[src/hdl/wasm_pkg.sv]
package wasm_pkg;

  localparam int addr_width  = 16;
  localparam int stack_depth = 16;
  localparam int index_width = $clog2(stack_depth);
  // Opcode byte plus up to five immediate bytes
  localparam int fetch_bytes = 6;

  typedef logic [$clog2(stack_depth+1)-1:0] depth_t;
  typedef logic [index_width-1:0] index_t;

  localparam depth_t full_count = depth_t'(stack_depth);

  // Tags follow 0x7f minus the Wasm value type byte
  typedef enum logic [1:0] {
    TYPE_I32 = 2'd0,
    TYPE_F32 = 2'd2
  } value_type_t;

  typedef struct packed {
    value_type_t tag;
    logic [31:0] value;
  } stack_entry_t;

  typedef enum logic [7:0] {
    OP_UNREACHABLE         = 8'h00,
    OP_NOP                 = 8'h01,
    OP_END                 = 8'h0b,
    OP_DROP                = 8'h1a,
    OP_SELECT              = 8'h1b,
    OP_I32_CONST           = 8'h41,
    OP_F32_CONST           = 8'h43,
    OP_I32_EQZ             = 8'h45,
    OP_I32_EQ              = 8'h46,
    OP_I32_NE              = 8'h47,
    OP_I32_LT_S            = 8'h48,
    OP_I32_LT_U            = 8'h49,
    OP_I32_GT_S            = 8'h4a,
    OP_I32_GT_U            = 8'h4b,
    OP_I32_LE_S            = 8'h4c,
    OP_I32_LE_U            = 8'h4d,
    OP_I32_GE_S            = 8'h4e,
    OP_I32_GE_U            = 8'h4f,
    OP_I32_CLZ             = 8'h67,
    OP_I32_CTZ             = 8'h68,
    OP_I32_POPCNT          = 8'h69,
    OP_I32_ADD             = 8'h6a,
    OP_I32_SUB             = 8'h6b,
    OP_I32_MUL             = 8'h6c,
    OP_I32_AND             = 8'h71,
    OP_I32_OR              = 8'h72,
    OP_I32_XOR             = 8'h73,
    OP_I32_SHL             = 8'h74,
    OP_I32_SHR_S           = 8'h75,
    OP_I32_SHR_U           = 8'h76,
    OP_I32_ROTL            = 8'h77,
    OP_I32_ROTR            = 8'h78,
    OP_I32_REINTERPRET_F32 = 8'hbc,
    OP_F32_REINTERPRET_I32 = 8'hbe
  } opcode_t;

  typedef enum logic [3:0] {
    TRAP_NONE           = 4'd0,
    TRAP_ENDED          = 4'd1,
    TRAP_UNREACHABLE    = 4'd2,
    TRAP_UNKNOWN_OPCODE = 4'd3,
    TRAP_TYPE_MISMATCH  = 4'd4,
    TRAP_STACK_EMPTY    = 4'd5,
    TRAP_STACK_FULL     = 4'd6
  } trap_t;

  typedef enum logic [2:0] {
    SOP_NONE,
    SOP_PUSH,
    SOP_POP,
    SOP_REPLACE,
    SOP_POP2_PUSH,
    SOP_POP3_PUSH
  } stack_op_t;

  typedef enum logic [1:0] {
    FETCH,
    WAIT,
    EXEC
  } step_t;

endpackage

[src/hdl/stack_if.sv]
interface stack_if;
  import wasm_pkg::*;

  // Command from the controller
  stack_op_t    op;
  stack_entry_t data;

  // Top three entries and fill level
  stack_entry_t tos;
  stack_entry_t nos;
  stack_entry_t third;
  depth_t       count;

  modport ctrl (output op, data, input tos, nos, third, count);
  modport stk (input op, data, output tos, nos, third, count);

endinterface

[src/hdl/exec_control.sv]
module exec_control (
  input  logic                                 clk,
  input  logic                                 reset,
  input  logic [wasm_pkg::addr_width-1:0]      start_pc,
  output logic [wasm_pkg::addr_width-1:0]      mem_addr,
  input  logic [8*wasm_pkg::fetch_bytes-1:0]   mem_data,
  input  logic                                 push_stack,
  input  wasm_pkg::stack_entry_t               stack_in,
  stack_if.ctrl                                stack,
  input  logic [31:0]                          imm_value,
  input  logic [2:0]                           imm_length,
  input  wasm_pkg::stack_entry_t               alu_y,
  input  logic                                 alu_type_ok,
  output wasm_pkg::opcode_t                    opcode,
  output wasm_pkg::trap_t                      trap
);
  import wasm_pkg::*;

  step_t                 step;
  logic [addr_width-1:0] pc;
  logic [addr_width-1:0] pc_step;
  stack_op_t             cmd_op;
  stack_entry_t          cmd_data;
  trap_t                 fault;
  logic [31:0]           f32_bits;

  // Opcode is the top byte of the window
  assign opcode = opcode_t'(mem_data[8*fetch_bytes-1 -: 8]);

  // f32 immediate is stored little endian after the opcode
  assign f32_bits = {mem_data[15:8], mem_data[23:16], mem_data[31:24], mem_data[39:32]};

  // Decode and operand checks for the instruction in the window
  always_comb begin
    cmd_op   = SOP_NONE;
    cmd_data = alu_y;
    fault    = TRAP_NONE;
    pc_step  = addr_width'(1);
    case (opcode)
      OP_UNREACHABLE: fault = TRAP_UNREACHABLE;
      OP_NOP: begin
      end
      OP_END:         fault = TRAP_ENDED;
      OP_DROP: begin
        if (stack.count == '0) fault = TRAP_STACK_EMPTY;
        else cmd_op = SOP_POP;
      end
      OP_SELECT: begin
        if (stack.count < depth_t'(3)) begin
          fault = TRAP_STACK_EMPTY;
        end else if (stack.nos.tag != stack.third.tag || stack.tos.tag != TYPE_I32) begin
          fault = TRAP_TYPE_MISMATCH;
        end else begin
          cmd_op   = SOP_POP3_PUSH;
          cmd_data = (stack.tos.value != '0) ? stack.third : stack.nos;
        end
      end
      OP_I32_CONST: begin
        pc_step = addr_width'(imm_length) + addr_width'(1);
        cmd_data.tag   = TYPE_I32;
        cmd_data.value = imm_value;
        if (stack.count >= full_count) fault = TRAP_STACK_FULL;
        else cmd_op = SOP_PUSH;
      end
      OP_F32_CONST: begin
        pc_step = addr_width'(5);
        cmd_data.tag   = TYPE_F32;
        cmd_data.value = f32_bits;
        if (stack.count >= full_count) fault = TRAP_STACK_FULL;
        else cmd_op = SOP_PUSH;
      end
      OP_I32_EQZ, OP_I32_CLZ, OP_I32_CTZ, OP_I32_POPCNT,
      OP_I32_REINTERPRET_F32, OP_F32_REINTERPRET_I32: begin
        if (stack.count == '0) fault = TRAP_STACK_EMPTY;
        else if (!alu_type_ok) fault = TRAP_TYPE_MISMATCH;
        else cmd_op = SOP_REPLACE;
      end
      OP_I32_EQ, OP_I32_NE, OP_I32_LT_S, OP_I32_LT_U, OP_I32_GT_S,
      OP_I32_GT_U, OP_I32_LE_S, OP_I32_LE_U, OP_I32_GE_S, OP_I32_GE_U,
      OP_I32_ADD, OP_I32_SUB, OP_I32_MUL, OP_I32_AND, OP_I32_OR,
      OP_I32_XOR, OP_I32_SHL, OP_I32_SHR_S, OP_I32_SHR_U, OP_I32_ROTL,
      OP_I32_ROTR: begin
        if (stack.count < depth_t'(2)) fault = TRAP_STACK_EMPTY;
        else if (!alu_type_ok) fault = TRAP_TYPE_MISMATCH;
        else cmd_op = SOP_POP2_PUSH;
      end
      default: fault = TRAP_UNKNOWN_OPCODE;
    endcase
  end

  // Host push wins the cycle, a full stack drops it
  always_comb begin
    stack.op   = SOP_NONE;
    stack.data = cmd_data;
    if (push_stack) begin
      stack.data = stack_in;
      if (stack.count < full_count) stack.op = SOP_PUSH;
    end else if (step == EXEC && trap == TRAP_NONE && fault == TRAP_NONE) begin
      stack.op = cmd_op;
    end
  end

  always_ff @(posedge clk) begin
    if (reset) begin
      step <= FETCH;
      pc   <= start_pc;
      trap <= TRAP_NONE;
    end else if (!push_stack && trap == TRAP_NONE) begin
      case (step)
        FETCH: step <= WAIT;
        // Window and stack views settle here
        WAIT:  step <= EXEC;
        EXEC: begin
          step <= FETCH;
          if (fault != TRAP_NONE) trap <= fault;
          else pc <= pc + pc_step;
        end
        default: step <= FETCH;
      endcase
    end
  end

  always_ff @(posedge clk) begin
    if (step == FETCH) mem_addr <= pc;
  end

endmodule

[src/hdl/i32_alu.sv]
module i32_alu (
  input  wasm_pkg::opcode_t      opcode,
  input  wasm_pkg::stack_entry_t a,
  input  wasm_pkg::stack_entry_t b,
  output wasm_pkg::stack_entry_t y,
  output logic                   type_ok
);
  import wasm_pkg::*;

  function automatic logic [31:0] clz32(input logic [31:0] v);
    logic [31:0] n;
    n = 32'd32;
    for (int i = 0; i < 32; i++) begin
      if (v[i]) n = 32'(31 - i);
    end
    return n;
  endfunction

  function automatic logic [31:0] ctz32(input logic [31:0] v);
    logic [31:0] n;
    n = 32'd32;
    for (int i = 31; i >= 0; i--) begin
      if (v[i]) n = 32'(i);
    end
    return n;
  endfunction

  function automatic logic [31:0] popcnt32(input logic [31:0] v);
    logic [31:0] n;
    n = '0;
    for (int i = 0; i < 32; i++) begin
      n = n + 32'(v[i]);
    end
    return n;
  endfunction

  logic [4:0]         sh;
  logic signed [31:0] sa;
  logic signed [31:0] sb;
  logic [63:0]        rot_l;
  logic [63:0]        rot_r;

  // Shift counts wrap at 32
  assign sh    = b.value[4:0];
  assign sa    = a.value;
  assign sb    = b.value;
  assign rot_l = {a.value, a.value} << sh;
  assign rot_r = {a.value, a.value} >> sh;

  always_comb begin
    y.tag   = TYPE_I32;
    y.value = '0;
    type_ok = (a.tag == TYPE_I32) && (b.tag == TYPE_I32);
    case (opcode)
      // Unary forms look at the top of stack only
      OP_I32_EQZ: begin
        y.value = {31'd0, b.value == '0};
        type_ok = b.tag == TYPE_I32;
      end
      OP_I32_CLZ: begin
        y.value = clz32(b.value);
        type_ok = b.tag == TYPE_I32;
      end
      OP_I32_CTZ: begin
        y.value = ctz32(b.value);
        type_ok = b.tag == TYPE_I32;
      end
      OP_I32_POPCNT: begin
        y.value = popcnt32(b.value);
        type_ok = b.tag == TYPE_I32;
      end
      OP_I32_REINTERPRET_F32: begin
        y.value = b.value;
        type_ok = b.tag == TYPE_F32;
      end
      OP_F32_REINTERPRET_I32: begin
        y.tag   = TYPE_F32;
        y.value = b.value;
        type_ok = b.tag == TYPE_I32;
      end
      OP_I32_EQ:    y.value = {31'd0, a.value == b.value};
      OP_I32_NE:    y.value = {31'd0, a.value != b.value};
      OP_I32_LT_S:  y.value = {31'd0, sa < sb};
      OP_I32_LT_U:  y.value = {31'd0, a.value < b.value};
      OP_I32_GT_S:  y.value = {31'd0, sa > sb};
      OP_I32_GT_U:  y.value = {31'd0, a.value > b.value};
      OP_I32_LE_S:  y.value = {31'd0, sa <= sb};
      OP_I32_LE_U:  y.value = {31'd0, a.value <= b.value};
      OP_I32_GE_S:  y.value = {31'd0, sa >= sb};
      OP_I32_GE_U:  y.value = {31'd0, a.value >= b.value};
      OP_I32_ADD:   y.value = a.value + b.value;
      OP_I32_SUB:   y.value = a.value - b.value;
      OP_I32_MUL:   y.value = a.value * b.value;
      OP_I32_AND:   y.value = a.value & b.value;
      OP_I32_OR:    y.value = a.value | b.value;
      OP_I32_XOR:   y.value = a.value ^ b.value;
      OP_I32_SHL:   y.value = a.value << sh;
      OP_I32_SHR_S: y.value = 32'(sa >>> sh);
      OP_I32_SHR_U: y.value = a.value >> sh;
      OP_I32_ROTL:  y.value = rot_l[63:32];
      OP_I32_ROTR:  y.value = rot_r[31:0];
      default:      type_ok = 1'b1;
    endcase
  end

endmodule

[src/hdl/leb128_decoder.sv]
module leb128_decoder (
  input  logic [39:0] bytes,
  output logic [31:0] value,
  output logic [2:0]  length
);

  // First byte sits in the top bits
  logic [4:0]  cont;
  logic [34:0] raw;

  for (genvar i = 0; i < 5; i++) begin : g_byte
    assign cont[i]         = bytes[39 - 8*i];
    assign raw[7*i +: 7]   = bytes[38 - 8*i -: 7];
  end

  // Lowest byte with a clear continuation bit ends the number
  always_comb begin
    length = 3'd5;
    for (int i = 4; i >= 0; i--) begin
      if (!cont[i]) begin
        length = 3'(i + 1);
      end
    end
  end

  // Sign comes from bit 6 of the last group
  always_comb begin
    case (length)
      3'd1:    value = {{25{raw[6]}}, raw[6:0]};
      3'd2:    value = {{18{raw[13]}}, raw[13:0]};
      3'd3:    value = {{11{raw[20]}}, raw[20:0]};
      3'd4:    value = {{4{raw[27]}}, raw[27:0]};
      // Fifth group only adds the top four bits
      default: value = raw[31:0];
    endcase
  end

endmodule

[src/hdl/operand_stack.sv]
module operand_stack (
  input logic   clk,
  input logic   reset,
  stack_if.stk  stack
);
  import wasm_pkg::*;

  stack_entry_t entries [stack_depth];
  depth_t       count;

  index_t push_idx;
  index_t tos_idx;
  index_t nos_idx;
  index_t third_idx;

  // Slot positions relative to the current fill level
  assign push_idx  = index_t'(count);
  assign tos_idx   = index_t'(count - depth_t'(1));
  assign nos_idx   = index_t'(count - depth_t'(2));
  assign third_idx = index_t'(count - depth_t'(3));

  always_ff @(posedge clk) begin
    if (reset) begin
      count <= '0;
    end else begin
      case (stack.op)
        SOP_PUSH:      count <= count + depth_t'(1);
        SOP_POP:       count <= count - depth_t'(1);
        // Two operands in, one result out
        SOP_POP2_PUSH: count <= count - depth_t'(1);
        SOP_POP3_PUSH: count <= count - depth_t'(2);
        default: begin
        end
      endcase
    end
  end

  // New entry lands where the collapsed group began
  always_ff @(posedge clk) begin
    case (stack.op)
      SOP_PUSH:      entries[push_idx]  <= stack.data;
      SOP_REPLACE:   entries[tos_idx]   <= stack.data;
      SOP_POP2_PUSH: entries[nos_idx]   <= stack.data;
      SOP_POP3_PUSH: entries[third_idx] <= stack.data;
      default: begin
      end
    endcase
  end

  // Views are only meaningful when count covers them
  assign stack.tos   = entries[tos_idx];
  assign stack.nos   = entries[nos_idx];
  assign stack.third = entries[third_idx];
  assign stack.count = count;

endmodule

[src/hdl/wasm_cpu.sv]
module wasm_cpu (
  input  logic                                 clk,
  input  logic                                 reset,
  input  logic [wasm_pkg::addr_width-1:0]      start_pc,
  output logic [wasm_pkg::addr_width-1:0]      mem_addr,
  input  logic [8*wasm_pkg::fetch_bytes-1:0]   mem_data,
  input  logic                                 push_stack,
  input  wasm_pkg::stack_entry_t               stack_in,
  output logic [31:0]                          result,
  output wasm_pkg::value_type_t                result_type,
  output logic                                 result_empty,
  output wasm_pkg::trap_t                      trap
);
  import wasm_pkg::*;

  stack_if stack_bus ();

  opcode_t      opcode;
  logic [31:0]  imm_value;
  logic [2:0]   imm_length;
  stack_entry_t alu_y;
  logic         alu_type_ok;

  operand_stack u_stack (
    .clk   (clk),
    .reset (reset),
    .stack (stack_bus.stk)
  );

  // Immediate bytes follow the opcode byte
  leb128_decoder u_leb128 (
    .bytes  (mem_data[8*fetch_bytes-9:0]),
    .value  (imm_value),
    .length (imm_length)
  );

  i32_alu u_alu (
    .opcode  (opcode),
    .a       (stack_bus.nos),
    .b       (stack_bus.tos),
    .y       (alu_y),
    .type_ok (alu_type_ok)
  );

  exec_control u_ctrl (
    .clk         (clk),
    .reset       (reset),
    .start_pc    (start_pc),
    .mem_addr    (mem_addr),
    .mem_data    (mem_data),
    .push_stack  (push_stack),
    .stack_in    (stack_in),
    .stack       (stack_bus.ctrl),
    .imm_value   (imm_value),
    .imm_length  (imm_length),
    .alu_y       (alu_y),
    .alu_type_ok (alu_type_ok),
    .opcode      (opcode),
    .trap        (trap)
  );

  assign result       = stack_bus.tos.value;
  assign result_type  = stack_bus.tos.tag;
  assign result_empty = stack_bus.count == '0;

endmodule

[config.mk]
export PLATFORM = sky130hd
export DESIGN_NAME = wasm_cpu
export DESIGN_NICKNAME = d
export VERILOG_FILES = /design/src/hdl/wasm_pkg.sv /design/src/hdl/stack_if.sv /design/src/hdl/exec_control.sv /design/src/hdl/i32_alu.sv /design/src/hdl/leb128_decoder.sv /design/src/hdl/operand_stack.sv /design/src/hdl/wasm_cpu.sv
export SDC_FILE = /design/constraint.sdc
export NUM_CORES = 2
export LEC_CHECK = 0
export BUFFER_PORTS_ARGS = -buffer_cell sky130_fd_sc_hd__buf_4
export CAP_MARGIN = 15
export CELL_PAD_IN_SITES_DETAIL_PLACEMENT = 0
export CELL_PAD_IN_SITES_GLOBAL_PLACEMENT = 1
export CORE_UTILIZATION = 53
export CTS_CLUSTER_SIZE = 14
export DETAILED_ROUTE_END_ITERATION = 8
export PLACE_DENSITY = 0.85
export SYNTH_ARGS = -nofsm -noshare
export SYNTH_HDL_FRONTEND = slang
export SYNTH_SLANG_ARGS = --single-unit
[constraint.sdc]
create_clock -name clk -period 15.7 [get_ports clk]
set_input_delay 3.14 -clock clk [delete_from_list [all_inputs] [get_ports clk]]
set_output_delay 3.14 -clock clk [all_outputs]
set_load 0.02 [all_outputs]
==> flow_summary.yaml <==
placement:
  dpl.hpwl_um: 177000
  port_buffers: 150
  gp_congestion: 1.12
synth:
  synth_area_um2: 59600
  synth_enable_flop_cells: 576
  synth_top_cell_by_area: "edfxtp_1"
  synth_flop_cell: "edfxtp_1"
  ys_seq_area_share_pct: 29.4
  synth.most_common_cell: "edfxtp_1"
  synth_cell_type_count: 95
  synthArstFlopShare_pct: 0
  synth_common_cells: "edfxtp_1, nor2_1, inv_1, nand2_1, mux4_2"
  synth_top_area_share_pct: 29.0
  avgSynthCellArea_um2: 11.1
  ys_warn_count: 0
  ys_top_cells_by_area: "edfxtp_1, mux4_2, fa_1, mux2i_1, ha_1"
  synth_seq_cells: 586
  synthCells: 5347
clock_tree:
  h-tree-depth: 2
  clock_path_buffers: 3
  cts_hold_buffers: 0
  cts_root_buf: "clkbuf_16"
  cts_resized: 0
  post_cts_buffers: 0
  numCtsBuffers: 61
  cts.sinks: 586
  clk_pin_slew_worst_paths_ns: 0.07
  worstSkewPairLatency_ns: 0.72
  tritoncts: "built"
worst_setup_path:
  crit_type: "flop to flop"
  critPathLaunch: "u_stack.stack.count[1]"
  required_ns: 16.01
  setup.worst_path.end_class: "flop"
  crit_fanout: 52
  timing.rr.start: "u_stack.stack.count[1]"
  cp-start-kind: "flop"
  arrival_ns: 13.50
floorplan:
  die_w_um: 337
  die_y_um: 337
  fp.dieArea_um2: 114000
  core-area_um2: 111000
  io-pin-count: 156
  initial_utilization_pct: 53.6
  rows: 122
timing:
  fin_crit_sh_pct: 84.0
  fin_tns_setup_ns: 0
  tightest_slew_ns: 1.52
  rsz0062_at_grt: "no"
  finalHoldViolCount: 0
  finalMaxSlewViolations: 2
  slew_headroom_pct: -1.73
  fmax_mhz: 75.9
  setup_violations: 0
  skew_ns: 0.0872
  finalCriticalPeriod_ns: 13.18
finish:
  syn_to_final_growth_pct: 8.77
  fill_cells: 9143
  fin_nets: 6163
  drive_gt1_share_pct: 18.8
drt:
  drc_errors: 2
  drt-initial-drc-count: 7276
  totalWireLength_um: 256000
  firstDrtPassIters: 9
  final_antenna_net_count: 0
  drt-vias-per-instance: 7.23
  wire_per_inst_um: 36.9
  num_vias: 50100
global_routing:
  antenna_found_initial: 15
  grt_overflow: 0
  grt_pass1_vias: 49100
  grt_use_total_pct: 45.1
  grt_pass1_wl_um: 359000
  grt_max_degree: 133
status:
  status: "complete, but fails checks"
  violations: "DRC, capacitance limit, slew limit"
min_path:
  min_from: "u_ctrl.pc[3]"
  min_path_type: "flop to flop"
flow_run:
  maxCapViolCount: 1
area by class of cell:
cell class,instances,area (µm²),area share [%]
multi-input combinational,3850,38800,59.8
sequential,586,17500,27.0
timing repair buffer,341,2610,4.03
antenna,7,17.5,0.0270
clock buffer,68,1550,2.39
tap,1488,1860,2.87
inverter,541,2030,3.14
clock inverter,45,504,0.778
cells by family after synthesis:
logic type	Yosys count	share of synthesized area [%]
and+or+nand+nor	1302	9.24
AOI/OAI and AO/OA	929	10.2
buffers and inverters	912	6.29
muxes	804	23.1
adders and majority gates	681	19.8
DFF	586	29.4
xor gates and xnor gates	132	2.03
other	1	0.00629
path summary, 6_finish.rpt:
check                                               to  slack (ns)  cells past startpoint
worst max-delay path            u_stack.entries[9][30]        2.52                     26
worst min register to register      u_ctrl.mem_addr[3]        0.46                      0
worst min-delay path                u_ctrl.mem_addr[3]        0.46                      0
worst max register to register  u_stack.entries[9][30]        2.52                     26
cells in the final DEF, fill, tap and decap left out, types with 19 or more instances in the layout:
cell type | Yosys | final
a31oi_1 | 21 | 21
inv_1 | 516 | 514
buf_4 | 21 | 336
a221oi_1 | 33 | 33
edfxtp_1 | 576 | 576
mux2i_1 | 321 | 298
nor2_1 | 563 | 552
clkinv_1 | 14 | 29
o21a_1 | 20 | 20
a22oi_1 | 29 | 29
xnor2_1 | 95 | 93
o211ai_1 | 23 | 23
clkbuf_16 | 0 | 61
nand2b_1 | 30 | 30
a2111oi_0 | 22 | 19
o221ai_1 | 28 | 28
nand2_1 | 473 | 473
o21bai_1 | 22 | 22
mux4_2 | 455 | 455
nand3_1 | 49 | 49
a21o_1 | 33 | 33
nor2b_1 | 19 | 19
a21oi_1 | 280 | 280
o21ai_0 | 203 | 203
mux2_2 | 27 | 27
ha_1 | 246 | 244
xor2_1 | 32 | 32
nor3_1 | 52 | 40
fa_1 | 435 | 435
a211oi_1 | 32 | 32
state kept, by name (all words and copies together) (netlist names):
signal	count
u_stack.entries	544
u_ctrl.pc	16
u_stack.stack.count	5
u_ctrl.step	2
u_ctrl.trap	3
u_ctrl.mem_addr	16
stage by stage:
stage | hold WS, ns | instance area [µm²] | utilization [%] | setup WS (ns) | std cells
6_report | 0.462 | 64800 | 58.3 | 2.52 | 6926
5_1_grt | 0.478 | 64800 | 58.3 | 2.20 | 6919
4_1_cts | 0.460 | 64800 | 58.3 | 2.80 | 6914
3_5_place_dp | 0.446 | 62700 | 56.4 | 2.88 | 6801
3_3_place_gp | 0.440 | 62700 | 56.4 | 3.01 | 6801
2_1_floorplan | 0.433 | 59600 | - | 2.70 | 5348
routing by layer:
| metal | global-route usage (%) | up-vias | share of wire [%] |
|---|---|---|---|
| met4 | 33.4 | 22 | 9.0 |
| met3 | 16.4 | 1081 | 15 |
| met5 | 0.128 | - | 0.075 |
| li1 | - | 19600 | - |
| met1 | 56.5 | 24900 | 34 |
| met2 | 64.1 | 4475 | 42 |
critical path: stages, from the launching register on:
cell	delay (ns)
dfxtp_4	0.80
inv_2	0.52
ha_4	0.99
buf_4	0.61
buf_4	0.61
mux4_2	0.57
mux2i_1	0.16
mux2_2	0.66
buf_4	0.42
nor2_1	0.11
fa_1	0.55
inv_1	0.06
fa_1	0.48
fa_1	0.58
fa_1	0.46
fa_1	0.56
inv_1	0.05
fa_1	0.45
fa_1	0.55
fa_1	0.43
ha_1	0.40
and3_1	0.32
nand4_1	0.12
o21ai_0	0.55
a211oi_1	0.22
o41ai_1	0.61
o32a_1	0.83
Power is left out: the tool's default activity adds up to more than one toggle a clock period on the data nets, which glitch-free logic cannot reach.
